File: src/shared_alu_pkg.sv
package shared_alu_pkg;

    // ============================================================
    // sizes
    // ============================================================

    // requesting clients and their index width
    localparam int NUM_CLIENTS = 4;
    localparam int CLIENT_ID_W = 2;

    // operand and result width
    localparam int DATA_W = 16;

    // shift count taken from the low bits of b
    localparam int SHAMT_W = 4;

    // ============================================================
    // opcodes
    // ============================================================

    // 3-bit encoding, 3'd7 unused
    typedef enum logic [2:0] {
        OP_ADD = 3'd0,
        OP_SUB = 3'd1,
        OP_AND = 3'd2,
        OP_OR  = 3'd3,
        OP_XOR = 3'd4,
        OP_SHL = 3'd5,
        OP_MUL = 3'd6
    } alu_op_e;

    // ============================================================
    // command, decoded command, response
    // ============================================================

    // what a client drives alongside its req level
    typedef struct packed {
        alu_op_e           op;
        logic [DATA_W-1:0] a;
        logic [DATA_W-1:0] b;
    } alu_cmd_t;

    // command in flight after decode
    typedef struct packed {
        logic                   vld;
        logic [CLIENT_ID_W-1:0] client;
        alu_op_e                op;
        logic [DATA_W-1:0]      a;
        logic [DATA_W-1:0]      b;
        // add, sub and shl report a carry
        logic                   use_carry;
        logic                   is_mul;
    } alu_dec_t;

    // finished result
    // carry is carry out, borrow or last bit shifted out
    typedef struct packed {
        logic [CLIENT_ID_W-1:0] client;
        logic [DATA_W-1:0]      result;
        logic                   zero;
        logic                   carry;
    } alu_rsp_t;

endpackage : shared_alu_pkg

File: src/alu_execute.sv
`timescale 1ns/100ps

module alu_execute (
    input  logic                     clk,
    input  logic                     rst_n,
    input  shared_alu_pkg::alu_dec_t dec,
    output shared_alu_pkg::alu_rsp_t res,
    output logic                     res_vld
);

    import shared_alu_pkg::*;

    // ============================================================
    // declarations
    // ============================================================

    // stage 1 payload, raw[DATA_W] holds carry, borrow or shift-out
    typedef struct packed {
        logic [CLIENT_ID_W-1:0] client;
        logic                   use_carry;
        logic [DATA_W:0]        raw;
    } s1_t;

    s1_t               s1_next;
    s1_t               s1_q;
    logic              s1_vld;
    logic [DATA_W-1:0] product;
    logic [DATA_W:0]   shifted;
    alu_rsp_t          rsp_next;

    // ============================================================
    // stage 1, raw result
    // ============================================================

    // low half of the product, upper half dropped
    assign product = dec.a * dec.b;

    // top bit ends up as the last bit shifted out
    assign shifted = {1'b0, dec.a} << dec.b[SHAMT_W-1:0];

    always_comb
    begin
        s1_next.client    = dec.client;
        s1_next.use_carry = dec.use_carry;
        if (dec.is_mul)
            s1_next.raw = {1'b0, product};
        else
        begin
            case (dec.op)
                OP_ADD:  s1_next.raw = {1'b0, dec.a} + {1'b0, dec.b};
                // wraps to 1 in the top bit on borrow
                OP_SUB:  s1_next.raw = {1'b0, dec.a} - {1'b0, dec.b};
                OP_AND:  s1_next.raw = {1'b0, dec.a & dec.b};
                OP_OR:   s1_next.raw = {1'b0, dec.a | dec.b};
                OP_XOR:  s1_next.raw = {1'b0, dec.a ^ dec.b};
                OP_SHL:  s1_next.raw = shifted;
                default: s1_next.raw = '0;
            endcase
        end
    end

    always_ff @(posedge clk or negedge rst_n)
    begin
        if (!rst_n)
            s1_vld <= 1'b0;
        else
            s1_vld <= dec.vld;
    end

    always_ff @(posedge clk)
    begin
        s1_q <= s1_next;
    end

    // ============================================================
    // stage 2, flags
    // ============================================================

    always_comb
    begin
        rsp_next.client = s1_q.client;
        rsp_next.result = s1_q.raw[DATA_W-1:0];
        rsp_next.zero   = (s1_q.raw[DATA_W-1:0] == '0);
        // logic ops and mul report no carry
        rsp_next.carry  = s1_q.use_carry & s1_q.raw[DATA_W];
    end

    always_ff @(posedge clk or negedge rst_n)
    begin
        if (!rst_n)
            res_vld <= 1'b0;
        else
            res_vld <= s1_vld;
    end

    always_ff @(posedge clk)
    begin
        res <= rsp_next;
    end

endmodule : alu_execute

File: src/leading_one_finder.sv
`timescale 1ns/100ps

module leading_one_finder #(
    parameter int N = shared_alu_pkg::NUM_CLIENTS
) (
    input  logic [N-1:0]                           data,
    output logic [N-1:0]                           onehot,
    output logic [shared_alu_pkg::CLIENT_ID_W-1:0] index,
    output logic                                   valid
);

    import shared_alu_pkg::*;

    // ============================================================
    // priority scan, highest set bit wins
    // ============================================================

    always_comb
    begin
        onehot = '0;
        index  = '0;
        valid  = 1'b0;
        // walk upward, a later hit overrides an earlier one
        for (int i = 0; i < N; i++)
        begin
            if (data[i])
            begin
                onehot    = '0;
                onehot[i] = 1'b1;
                index     = i[CLIENT_ID_W-1:0];
                valid     = 1'b1;
            end
        end
    end

endmodule : leading_one_finder

File: src/op_decode.sv
`timescale 1ns/100ps

module op_decode (
    input  logic                                                  clk,
    input  logic                                                  rst_n,
    input  logic                                                  win,
    input  logic [shared_alu_pkg::CLIENT_ID_W-1:0]                win_client,
    input  shared_alu_pkg::alu_cmd_t [shared_alu_pkg::NUM_CLIENTS-1:0] cmd,
    output shared_alu_pkg::alu_dec_t                              dec
);

    import shared_alu_pkg::*;

    // ============================================================
    // declarations
    // ============================================================

    alu_cmd_t sel_cmd;
    alu_op_e  op_legal;
    alu_dec_t dec_next;
    // payload only, valid is kept apart
    alu_dec_t dec_q;
    logic     vld_q;

    // ============================================================
    // select and decode
    // ============================================================

    // command of this cycle's winner
    assign sel_cmd = cmd[win_client];

    // unused encoding falls back to add
    always_comb
    begin
        case (sel_cmd.op)
            OP_ADD, OP_SUB, OP_AND, OP_OR,
            OP_XOR, OP_SHL, OP_MUL: op_legal = sel_cmd.op;
            default:                op_legal = OP_ADD;
        endcase
    end

    always_comb
    begin
        dec_next.vld       = win;
        dec_next.client    = win_client;
        dec_next.op        = op_legal;
        dec_next.a         = sel_cmd.a;
        dec_next.b         = sel_cmd.b;
        // carry producers
        dec_next.use_carry = (op_legal == OP_ADD) || (op_legal == OP_SUB) ||
                             (op_legal == OP_SHL);
        dec_next.is_mul    = (op_legal == OP_MUL);
    end

    // ============================================================
    // capture, same edge as gnt
    // ============================================================

    always_ff @(posedge clk or negedge rst_n)
    begin
        if (!rst_n)
            vld_q <= 1'b0;
        else
            vld_q <= dec_next.vld;
    end

    always_ff @(posedge clk)
    begin
        dec_q <= dec_next;
    end

    always_comb
    begin
        dec     = dec_q;
        dec.vld = vld_q;
    end

    // a decoded op never leaves the enum
    a_op_legal: assert property (
        @(posedge clk) disable iff (!rst_n)
        dec.vld |-> (dec.op inside {OP_ADD, OP_SUB, OP_AND, OP_OR, OP_XOR, OP_SHL, OP_MUL})
    );

endmodule : op_decode

File: src/result_route.sv
`timescale 1ns/100ps

module result_route (
    input  logic                                                  clk,
    input  logic                                                  rst_n,
    input  shared_alu_pkg::alu_rsp_t                              res,
    input  logic                                                  res_vld,
    output logic [shared_alu_pkg::NUM_CLIENTS-1:0]                done,
    output shared_alu_pkg::alu_rsp_t [shared_alu_pkg::NUM_CLIENTS-1:0] rsp
);

    import shared_alu_pkg::*;

    // ============================================================
    // done pulse and held response per client
    // ============================================================

    always_ff @(posedge clk or negedge rst_n)
    begin
        if (!rst_n)
        begin
            done <= '0;
            rsp  <= '0;
        end
        else
        begin
            // pulse lasts one cycle
            done <= '0;
            if (res_vld)
            begin
                done[res.client] <= 1'b1;
                // held until this client's next result
                rsp[res.client]  <= res;
            end
        end
    end

    a_done_onehot: assert property (
        @(posedge clk) disable iff (!rst_n) $onehot0(done)
    );

endmodule : result_route

File: src/round_robin_arbiter.sv
`timescale 1ns/100ps

module round_robin_arbiter (
    input  logic                                   clk,
    input  logic                                   rst_n,
    input  logic [shared_alu_pkg::NUM_CLIENTS-1:0] req,
    output logic [shared_alu_pkg::NUM_CLIENTS-1:0] gnt,
    output logic [shared_alu_pkg::CLIENT_ID_W-1:0] win_client,
    output logic                                   win
);

    import shared_alu_pkg::*;

    // ============================================================
    // declarations
    // ============================================================

    // previous winner, 0 out of reset
    logic [CLIENT_ID_W-1:0] last;
    // clients strictly below the previous winner
    logic [NUM_CLIENTS-1:0] mask;
    logic [NUM_CLIENTS-1:0] last_onehot;

    logic [NUM_CLIENTS-1:0] req_masked;
    logic [NUM_CLIENTS-1:0] req_wrap;

    logic [NUM_CLIENTS-1:0] masked_onehot;
    logic [CLIENT_ID_W-1:0] masked_index;
    logic                   masked_valid;

    logic [NUM_CLIENTS-1:0] wrap_onehot;
    logic [CLIENT_ID_W-1:0] wrap_index;
    logic                   wrap_valid;

    logic [NUM_CLIENTS-1:0] win_onehot;

    // ============================================================
    // request scans
    // ============================================================

    assign last_onehot = {{(NUM_CLIENTS-1){1'b0}}, 1'b1} << last;

    // below-last requests take priority
    assign req_masked = req & mask;

    // wrap scan skips last winner, unless it is the lone requester
    assign req_wrap = ($countones(req) > 1) ? (req & ~last_onehot) : req;

    leading_one_finder #(
        .N (NUM_CLIENTS)
    ) u_masked_finder (
        .data   (req_masked),
        .onehot (masked_onehot),
        .index  (masked_index),
        .valid  (masked_valid)
    );

    leading_one_finder #(
        .N (NUM_CLIENTS)
    ) u_wrap_finder (
        .data   (req_wrap),
        .onehot (wrap_onehot),
        .index  (wrap_index),
        .valid  (wrap_valid)
    );

    // ============================================================
    // winner select
    // ============================================================

    always_comb
    begin
        if (masked_valid)
        begin
            win_onehot = masked_onehot;
            win_client = masked_index;
        end
        else
        begin
            // start over from the top
            win_onehot = wrap_onehot;
            win_client = wrap_index;
        end
    end

    // wrap scan finds something whenever any req is up
    assign win = masked_valid | wrap_valid;

    // last, mask and gnt only move on a real win
    always_ff @(posedge clk or negedge rst_n)
    begin
        if (!rst_n)
        begin
            last <= '0;
            mask <= '0;
            gnt  <= '0;
        end
        else
        begin
            gnt <= win ? win_onehot : '0;
            if (win)
            begin
                last <= win_client;
                mask <= win_onehot - 1'b1;
            end
        end
    end

    // ============================================================
    // checks
    // ============================================================

    a_gnt_onehot: assert property (
        @(posedge clk) disable iff (!rst_n) $onehot0(gnt)
    );

    // grant goes to a client that requested at the deciding edge
    a_gnt_was_req: assert property (
        @(posedge clk) disable iff (!rst_n) (gnt & ~$past(req)) == '0
    );

endmodule : round_robin_arbiter

File: src/shared_alu_top.sv
`timescale 1ns/100ps

module shared_alu_top (
    input  logic                                                  clk,
    input  logic                                                  rst_n,
    input  logic [shared_alu_pkg::NUM_CLIENTS-1:0]                req,
    input  shared_alu_pkg::alu_cmd_t [shared_alu_pkg::NUM_CLIENTS-1:0] cmd,
    output logic [shared_alu_pkg::NUM_CLIENTS-1:0]                gnt,
    output logic [shared_alu_pkg::NUM_CLIENTS-1:0]                done,
    output shared_alu_pkg::alu_rsp_t [shared_alu_pkg::NUM_CLIENTS-1:0] rsp
);

    import shared_alu_pkg::*;

    // ============================================================
    // stage wiring
    // ============================================================

    // arbiter to decode, same cycle as the decision
    logic [CLIENT_ID_W-1:0] win_client;
    logic                   win;

    // decode to execute
    alu_dec_t dec;

    // execute to result stage
    alu_rsp_t res;
    logic     res_vld;

    round_robin_arbiter u_arbiter (
        .clk        (clk),
        .rst_n      (rst_n),
        .req        (req),
        .gnt        (gnt),
        .win_client (win_client),
        .win        (win)
    );

    op_decode u_decode (
        .clk        (clk),
        .rst_n      (rst_n),
        .win        (win),
        .win_client (win_client),
        .cmd        (cmd),
        .dec        (dec)
    );

    alu_execute u_execute (
        .clk     (clk),
        .rst_n   (rst_n),
        .dec     (dec),
        .res     (res),
        .res_vld (res_vld)
    );

    result_route u_route (
        .clk     (clk),
        .rst_n   (rst_n),
        .res     (res),
        .res_vld (res_vld),
        .done    (done),
        .rsp     (rsp)
    );

endmodule : shared_alu_top

File: config.mk
export PLATFORM = sky130hd
export DESIGN_NAME = shared_alu_top
export DESIGN_NICKNAME = d
export VERILOG_FILES = /design/src/shared_alu_pkg.sv /design/src/alu_execute.sv /design/src/leading_one_finder.sv /design/src/op_decode.sv /design/src/result_route.sv /design/src/round_robin_arbiter.sv /design/src/shared_alu_top.sv
export SDC_FILE = /design/constraint.sdc
export NUM_CORES = 1
export LEC_CHECK = 0
export BUFFER_PORTS_ARGS = -buffer_cell sky130_fd_sc_hd__buf_2
export CAP_MARGIN = 0
export CORE_MARGIN = 1
export CORE_UTILIZATION = 62
export DETAILED_ROUTE_END_ITERATION = 6
export PLACE_DENSITY = 0.88
export SLEW_MARGIN = 20
export SYNTH_ARGS = -nofsm -noshare
export SYNTH_HDL_FRONTEND = slang
export SYNTH_HIERARCHICAL = 1
export SYNTH_SLANG_ARGS = --single-unit
export TNS_END_PERCENT = 50
File: constraint.sdc
create_clock -name clk -period 10 [get_ports clk]
set_clock_uncertainty 0.1 [all_clocks]
set_input_delay 0 -clock clk [delete_from_list [all_inputs] [get_ports clk]]
set_output_delay 0 -clock clk [all_outputs]
set_load 0.005 [all_outputs]
==> impl_metrics.toml, run 1 <==
[outcome]
status = "finished, violations left"
violations = "DRC"

[floorplan]
chipHeight_um = 145.6
rows = 52
initial_core_util_pct = 63.19
fp.dieW_um = 145.6
io_pins = 234
die_area_sq_um = 21200
core_region_area_sq_um = 20230

[grt]
antenna_found_initial = 1
grt_pass1_wl_mm = 62.01
grt_pass1_vias = 11650
track_usage_pct = 38.13
overflow = 0
grt_start_max_net_pins = 59

[clock_network]
cts-buffers-inserted = 17
clk_latency_ns = 0.44
h-tree-depth = 4
cts_sinks = 176
cts_tree = "done"
postCtsResizedCells = 0
cts_root_buf = "clkbuf_16"
clockBufferDepth = 2
clkTransAtPathRegs_ns = 0.08

[finish]
regArea_sq_um = 4009
fillers = 1287
nNetsFinal = 1872
multi_input_area_sq_um = 7884
drive_above_1_share_pct = 25.95
stdcell_count = 1828
syn_to_final_growth_pct = 21.24

[drt]
route.detailed.drc = 7
ant_nets = 0
wl_met1_mm = 14.81
vias = 11128
vias_per_cell = 6.088
wl_mm = 39.86
routed.top_layer = "met4"
post_drt_wl_per_cell_um = 21.81
wl_met3_mm = 3.559
dr.pass1.iters = 7
drt-initial-drc-count = 1046
wl_met2_mm = 19.23

[sta]
slew_headroom_pct = 31.04
rsz0062_at_grt = "no"
fin_crit_ns = 6.136
finalSetupViolations = 0
setup_tns_ns = 0
finalCritPeriodShare_pct = 61.36
max_freq_ghz = 0.1630
worstMarginPinSlew_ns = 1.031
drv_slew = 0
hold_viol_final = 0

[placed_design]
numPortBuffers = 233
dp_hpwl_mm = 27.45
place_congestion = 0.9905
dp.cells = 1717

[logic_synthesis]
synth_warnings = 6
synth.top_cell.area_share_pct = 18.98
synth_fa_ha_area_share_pct = 22.62
synth_nets = 1592
async_flop_share_pct = 55.11
synth-main-ff-cell = "dfrtp_1"
synth_seq_cells = 176
synth_area_leaders = "dfrtp_1, fa_1, dfxtp_1, ha_1, mux2_2"
ys_types = 69
synth_mux_area_share_pct = 14.20
synth_cells = 1264
avgSynthCellArea_sq_um = 10.12
synth_area_sq_um = 12790
ys_seq_area_share_pct = 31.35
synth-simple-area-share_pct = 11.01
synth-compound-area-share_pct = 9.199
synth_xor_area_share_pct = 4.589
synth-edff-count = 0
synth_top_family_by_area = "adder cells"
yosysTopAreaCell = "dfrtp_1"

[critical_path]
critical_path.startpoint_type = "flip-flop"
setup.worst_path.class = "reg -> reg"
crit_arrival_ns = 6.36
cp.required_ns = 10.22
critPathCaptureType = "flip-flop"
crit_path_max_fanout = 15

[worst_hold_path]
hp-class = "in -> reg"

[flow_run]
max_cap_viol_count = 0
## per-layer routing
layer / global-route usage (%) / vias up
met5: 0 / -
met4: 20.74 / 0
met3: 7.555 / 187
met2: 64.81 / 757
met1: 45.77 / 5386
li1: - / 4798
## placed cells by master (no fill, tap or decap), types with 4 or more instances in the layout
cell and instances:
buf_2 232, fa_1 82, inv_1 155, nor2b_1 7, nor4_1 5, mux4_2 35, inv_8 5, o31a_1 6
dfrtp_1 97, dlygate4sd3_1 75, o21ai_0 36, a22oi_1 15, a211oi_1 9, clkbuf_16 17, mux2_2 76, a21oi_1 33
ha_1 100, mux2i_1 16, nor2_1 107, o22ai_1 18, o221ai_1 5, and2_1 15, clkinv_8 4, o31ai_1 4
xnor2_1 53, dfxtp_1 79, buf_4 11, a31oi_1 5, a21o_1 12, nand3_1 4, nand2b_1 10, nor3_1 7
nand2_1 125, xor2_1 14, o21a_1 9, clkinv_1 4
## cell type report
class	count	area share, %
multi-input cells	866	50.86
flip-flops and latches	176	25.86
clock buffers	17	2.744
diodes	1	0.01614
well taps	270	2.179
repair buffers	321	13.16
clock inverters	15	1.259
inverters	162	3.923
## logic make-up after synthesis
family                   Yosys count
flip-flops                       176
AO/OA/AOI/OAI                    178
AND/OR/NAND/NOR                  311
XOR/XNOR                          67
multiplexers                     128
buffers and inverters            222
adder cells (fa/ha/maj)          182
## path summary, 6_finish.rpt
check / depth (start not counted) / slack [ns] / startpoint / end
min reg2reg: 0 / 0.23 / u_execute/rsp_next[18] / u_execute/res[18]
max reg2reg: 21 / 3.86 / u_decode/dec[5] / u_execute/rsp_next[17]
min: 4 / 0.04 / req[3] / u_arbiter/gnt[3]
min in group asynchronous: 4 / 0.48 / rst_n / u_route/rsp[66]
max in group asynchronous: 4 / 8.59 / rst_n / u_route/rsp[25]
max: 21 / 3.86 / u_decode/dec[5] / u_execute/rsp_next[17]
## flip-flops by register name, indices dropped and copies added, names as in the netlist
register,count
u_execute/s1_q,2
u_decode/vld_q,1
u_arbiter/gnt,4
u_arbiter/mask,4
u_execute/rsp_next,18
u_execute/res,20
u_decode/dec,39
u_execute/res_vld,1
u_route/rsp,80
u_execute/s1_vld,1
u_arbiter/last,2
u_route/done,4
## timing repair
item                      in CTS  in global routing
hold endpoints to repair      77                  0
setup buffers                  0                  0
hold buffers                  76                  0
## stage by stage
step           setup WS, ns  instance area [sq um]  utilization (%)  hold slack, ns
2_1_floorplan         4.103                  12790                -         -0.3956
3_3_place_gp          4.235                  14080            69.57         -0.1157
3_5_place_dp          4.063                  14080            69.57         -0.1078
4_1_cts               3.978                  15470            76.45        0.006948
5_1_grt               3.615                  15500            76.61         0.03452
6_report              3.864                  15500            76.61         0.03633
## Yosys cell counts (33+ instances only)
cell type and n:
inv_1 155, nand2_1 125, nor2_1 107, ha_1 100, dfrtp_1 97, fa_1 82
dfxtp_1 79, mux2_2 76, xnor2_1 53, o21ai_0 36, mux4_2 35, a21oi_1 33
## worst max-delay path, cell delays in order (launching register included)
cell and delay (ns):
dfxtp_1 0.72, clkinv_1 0.51, nor2_1 0.28, fa_1 0.43, inv_1 0.10, fa_1 0.43, inv_1 0.08, ha_1 0.14
inv_1 0.05, fa_1 0.50, inv_1 0.05, fa_1 0.47, inv_1 0.05, fa_1 0.54, inv_1 0.05, ha_1 0.35
a21oi_1 0.16, nand2_1 0.10, a221oi_1 0.37, o21ai_0 0.19, xnor2_1 0.16, a21o_1 0.19
Power of run 1 is not shown: default switching activity piles up to over one toggle a cycle in this logic, so the estimate is an artifact.
==> run 2, diff against run 1 <==
--- a/config.mk
+++ b/config.mk
@@ -8,9 +8,9 @@
 export BUFFER_PORTS_ARGS = -buffer_cell sky130_fd_sc_hd__buf_2
 export CAP_MARGIN = 0
 export CORE_MARGIN = 1
-export CORE_UTILIZATION = 62
+export CORE_UTILIZATION = 57
 export DETAILED_ROUTE_END_ITERATION = 6
-export PLACE_DENSITY = 0.88
+export PLACE_DENSITY = 0.81
 export SLEW_MARGIN = 20
 export SYNTH_ARGS = -nofsm -noshare
 export SYNTH_HDL_FRONTEND = slang
==> constraint.sdc (replaced) <==
create_clock -name clk -period 6.3 [get_ports clk]
set_clock_uncertainty 0.1 [all_clocks]
set_input_delay 0 -clock clk [delete_from_list [all_inputs] [get_ports clk]]
set_output_delay 0 -clock clk [all_outputs]
set_load 0.005 [all_outputs]
==> run 2 against run 1 <==
Compared with the run above:
- the flow now finishes without violations
- first-iteration DRC count decreased by 14%
- global-route usage decreased by 2.8 points
- cell area increased by 0.52%
- non-clock buffer count increased by 8
- fmax increased by 4.1%
- register-to-register slack got worse by 3.5 ns
- critical path type unchanged
- critical endpoint unchanged
- highest routed layer unchanged
==> impl_metrics.toml, run 2 (synthesis results as in run 1) <==
[outcome]
status = "finished, final reports clean"

[critical_path]
crit_path_max_fanout = 8
setup.worst_path.class = "reg -> reg"
crit_start = "u_decode/dec[7]"
critPathCapture = "u_execute/rsp_next[17]"
regToRegSetupSlack_ns = 0.40
critPathCaptureType = "flip-flop"
cp.required_ns = 6.52
critical_path.startpoint_type = "flip-flop"
r2r_end = "u_execute/rsp_next[17]"
worstReg2RegStart = "u_decode/dec[7]"
ff2ff_path_depth = 18
crit_arrival_ns = 6.12

[clock_network]
postCtsResizedCells = 0
cts_root_buf = "clkbuf_16"
cts_sinks = 176
hold_buffers = 73
clockBufferDepth = 2
cts-buffers-inserted = 17
postCtsSetupRepairBufs = 0
h-tree-depth = 4
clkTransAtPathRegs_ns = 0.08
clk_latency_ns = 0.44
cts_tree = "done"

[finish]
largest_register_ffs = 80
nNetsFinal = 1880
syn_to_final_growth_pct = 21.87
final_common_cell = "buf_2"
largest-register = "u_route/rsp"
final_cell_mix = "buf_2, inv_1, nand2_1"
drive_above_1_share_pct = 26.52
fillers = 1610

[grt]
grt_pass1_wl_mm = 60.20
grt_pass1_vias = 11137
overflow = 0
grt_start_max_net_pins = 53
antenna_found_initial = 0
track_usage_pct = 35.32

[sta]
setup_tns_ns = 0
drv_slew = 0
rsz0062_at_grt = "no"
worstMarginPinSlew_ns = 0.9206
finalSetupViolations = 0
slew_headroom_pct = 38.62
hold_viol_final = 0
whs_ns = 0.009509
finalCritPeriodShare_pct = 93.59
max_freq_ghz = 0.1696
fin_crit_ns = 5.896

[floorplan]
die_area_sq_um = 23030
rows = 54
chipHeight_um = 151.8
initial_core_util_pct = 58.41
fp.dieW_um = 151.8
io_pins = 234
core_region_area_sq_um = 21890

[placed_design]
numPortBuffers = 233
dp_hpwl_mm = 28.73
place_congestion = 0.9827

[drt]
route.detailed.drc = 0
post_drt_wl_per_cell_um = 21.19
wl_mm = 39.12
vias_per_cell = 5.870
dr.pass1.iters = 5
drt-initial-drc-count = 902
vias = 10836
ant_nets = 0

[worst_hold_path]
hp-class = "in -> async"

[flow_run]
max_cap_viol_count = 0
==> run 2: changes by cell type in the layout (fill, tap and decap cells not counted) <==
cell	change
buf_4	+11
inv_8	-2
dlygate4sd3_1	-2
nor2b_2	+1
inv_16	+1
clkinv_8	+2
clkinvlp_4	-1
nor2b_1	-1
buf_12	-1
==> run 2: worst min-delay path by stage <==
stage / startpoint / end / cells past startpoint / slack (ns)
after global routing: cmd[104] / u_decode/dec[36] / 3 / 0.02
final: rst_n / u_route/rsp[64] / 2 / 0.01
after floorplan: rst_n / u_arbiter/gnt[0] / 0 / -0.40
after CTS: cmd[139] / u_decode/dec[36] / 3 / 0.02
after detailed placement: rst_n / u_route/rsp[64] / 1 / -0.05
after global placement: rst_n / u_route/rsp[64] / 1 / -0.07
==> run 2: cell type report <==
type                    count  area [sq um]  share of cell area (%)
flip-flops and latches    176          4009                   25.73
clock inverters            15         217.7                   1.397
repair buffers            329          2083                   13.37
clock buffers              17         425.4                   2.730
diodes                      1         2.502                 0.01606
multi-input cells         866          7886                   50.61
inverters                 162         608.1                   3.902
well taps                 280         350.3                   2.248
==> run 2: worst max-delay path, cell delays in order (launching register included) <==
cell	delay, ns
dfxtp_1	0.52
clkinv_1	0.32
nor2_1	0.23
fa_1	0.43
inv_1	0.09
fa_1	0.41
fa_1	0.49
fa_1	0.50
inv_1	0.05
fa_1	0.53
inv_1	0.05
fa_1	0.53
inv_1	0.04
ha_1	0.35
a21o_1	0.19
a221oi_1	0.41
o21ai_0	0.18
xnor2_1	0.15
a21o_1	0.19
==> run 2: through the flow <==
step	std cells	utilization, %	instance area, sq um	setup slack, ns
finish	1846	71.18	15580	0.4040
global route	1845	71.17	15580	0.07194
CTS	1843	71.03	15550	0.4308
detailed placement	1738	64.75	14170	0.4509
global placement	1738	64.75	14170	0.6404
floorplan	1264	-	12790	0.4030
==> run 2: per-layer routing <==
layer	vias to the layer above	track usage, %	routed length, um
met5	-	0	0
met3	140	4.820	2946
li1	4829	-	-
met1	5234	42.97	14980
met4	0	18.91	2207
met2	633	60.68	18980
Power of run 2 is left out for the same reason.
==> run 3, diff against run 2 <==
--- a/config.mk
+++ b/config.mk
@@ -10,7 +10,8 @@
 export CORE_MARGIN = 1
 export CORE_UTILIZATION = 57
 export DETAILED_ROUTE_END_ITERATION = 6
-export PLACE_DENSITY = 0.81
+export GPL_TIMING_DRIVEN = 0
+export PLACE_DENSITY = 0.84
 export SLEW_MARGIN = 20
 export SYNTH_ARGS = -nofsm -noshare
 export SYNTH_HDL_FRONTEND = slang
==> run 3 against run 2 <==
Compared with the run above:
- sequential cell count unchanged
- cell count up 2.1%
- hold slack better by 0.036 ns
- fmax down 3.3%
- global-route usage down 0.095 points
- critical endpoint unchanged
- highest routed layer unchanged
==> impl_metrics.toml, run 3 (synthesis results as in run 1) <==
[critical_path]
ff2ff_path_depth = 22
crit_chain = "clkbuf_1 -> inv_1 -> nor2_1 -> fa_1 -> inv_1 -> fa_1 -> inv_1 -> ha_1 -> inv_1 -> fa_1 -> inv_1 -> fa_1 -> inv_1 -> fa_1 -> inv_1 -> ha_1 -> a21oi_1 -> nand2_1 -> a221oi_2 -> o21ai_0 -> xnor2_1 -> a21o_1"
crit_path_max_fanout = 9
regToRegSetupSlack_ns = 0.21
r2r_end = "u_execute/rsp_next[17]"
critical_path.startpoint_type = "flip-flop"
crit_arrival_ns = 6.37
critPathCaptureType = "flip-flop"
setup.worst_path.class = "reg -> reg"
cpMostUsedCell = "inv_1"
cpPeakStageDelay_ns = 0.55
critPathSlowestCell = "clkbuf_1"
worstReg2RegStart = "u_decode/dec[21]"
cp.required_ns = 6.58

[grt]
grt_pass1_wl_mm = 59.48
antenna_found_initial = 0
grt_pass1_vias = 11087
track_usage_pct = 35.22
overflow = 0
grt_start_max_net_pins = 54

[sta]
whs_ns = 0.04548
worstMarginPinSlew_ns = 0.9162
max_freq_ghz = 0.1641
drv_slew = 0
setup_tns_ns = 0
fin_ws_ns = 0.2051
hold_viol_final = 0
finalCritPeriodShare_pct = 96.74
slew_headroom_pct = 38.92
fin_crit_ns = 6.095
rsz0062_at_grt = "no"
finalSetupViolations = 0

[placed_design]
preCtsSetupSlack_ns = -0.6160
place_congestion = 1.001
dp_hpwl_mm = 29.45
numPortBuffers = 233

[drt]
ant_nets = 0
drt-initial-drc-count = 851
post_drt_wl_per_cell_um = 20.90
route.detailed.drc = 0
vias = 10927
dr.pass1.iters = 5
vias_per_cell = 5.800
wl_mm = 39.37

[finish]
regArea_sq_um = 4010
fillers = 1538
syn_to_final_growth_pct = 23.37
drive_above_1_share_pct = 26.81
largest-register = "u_route/rsp"
nNetsFinal = 1919
final_common_cell = "buf_2"
largest_register_ffs = 80
antennaDiodeCount = 0
final_cell_mix = "buf_2, inv_1, nand2_1"
multi_input_area_sq_um = 7893

[clock_network]
cts_root_buf = "clkbuf_16"
cts_tree = "done"
clkTransAtPathRegs_ns = 0.08
h-tree-depth = 4
cts_sinks = 176
clk_latency_ns = 0.44
clockBufferDepth = 2
cts-buffers-inserted = 17

[floorplan]
io_pins = 234
chipHeight_um = 151.8
fp.dieW_um = 151.8
initial_core_util_pct = 58.41
die_area_sq_um = 23030
core_region_area_sq_um = 21890
rows = 54

[worst_hold_path]
min_from = "req[2]"
min_path_cells = 6
hp-class = "in -> reg"
hold_end = "u_arbiter/gnt[2]"

[flow_run]
max_cap_viol_count = 0

[outcome]
status = "finished, final reports clean"
[run 3: cell types whose count changed in the layout (fill, tap and decap cells not counted), moves of 2 or more]
cell	change
dlygate4sd3_1	+2
clkbuf_1	+24
buf_2	+16
clkinvlp_4	+2
clkbuf_2	+4
buf_4	-12
buf_6	+2
buf_16	+2
[run 3: worst max-delay path by stage]
stage                          start                      to  slack (ns)  depth (start not counted)
CTS                  u_decode/dec[3]  u_execute/rsp_next[17]        0.03                         19
global route         u_decode/dec[3]  u_execute/rsp_next[17]        0.02                         19
global placement     u_decode/dec[3]  u_execute/rsp_next[17]       -0.52                         19
detailed placement   u_decode/dec[3]  u_execute/rsp_next[17]       -0.62                         19
floorplan            u_decode/dec[3]  u_execute/rsp_next[17]        0.40                         19
finish              u_decode/dec[21]  u_execute/rsp_next[17]        0.21                         22
[run 3: critical path, delay by kind of cell, from the launching register on]
kind / cells / cell delay (ns)
DFF: 1 / 0.46
and+or+nand+nor: 2 / 0.33
AOI/OAI and AO/OA: 4 / 0.79
xor gates and xnor gates: 1 / 0.28
adders and majority gates: 7 / 2.84
buffers and inverters: 8 / 1.23
[run 3: stage by stage]
stage	cells	area, sq um	utilization, %
5_1_grt	1884	15770	72.06
6_report	1884	15770	72.06
3_3_place_gp	1777	14300	65.33
4_1_cts	1884	15750	71.96
2_1_floorplan	1264	12790	-
3_5_place_dp	1778	14340	65.49
[run 3: area by class of cell]
class | count | share of cell area [%]
Clock buffer | 17 | 2.697
Tap cell | 280 | 2.221
Multi-Input combinational cell | 866 | 50.04
Sequential cell | 176 | 25.42
Clock inverter | 15 | 1.301
Timing Repair Buffer | 310 | 12.54
Buffer | 58 | 1.896
Inverter | 162 | 3.887
[run 3: timing repair]
item,CTS,global route
buffers inserted,0,0
pin swaps,1,1
hold buffers,76,0
hold endpoints to repair,134,0
endpoints found under the setup margin,5,4
gates resized for setup,10,9
[run 3: per-layer routing]
layer	share of wire, %	track usage (%)	wire length (um)	vias to the layer above
li1	-	-	-	4903
met1	38	41.55	14900	5292
met2	50	61.07	19510	627
met3	8.1	7.335	3186	105
met4	4.5	16.73	1769	0
met5	0	0	0	-
Power of run 3 is left out for the same reason.
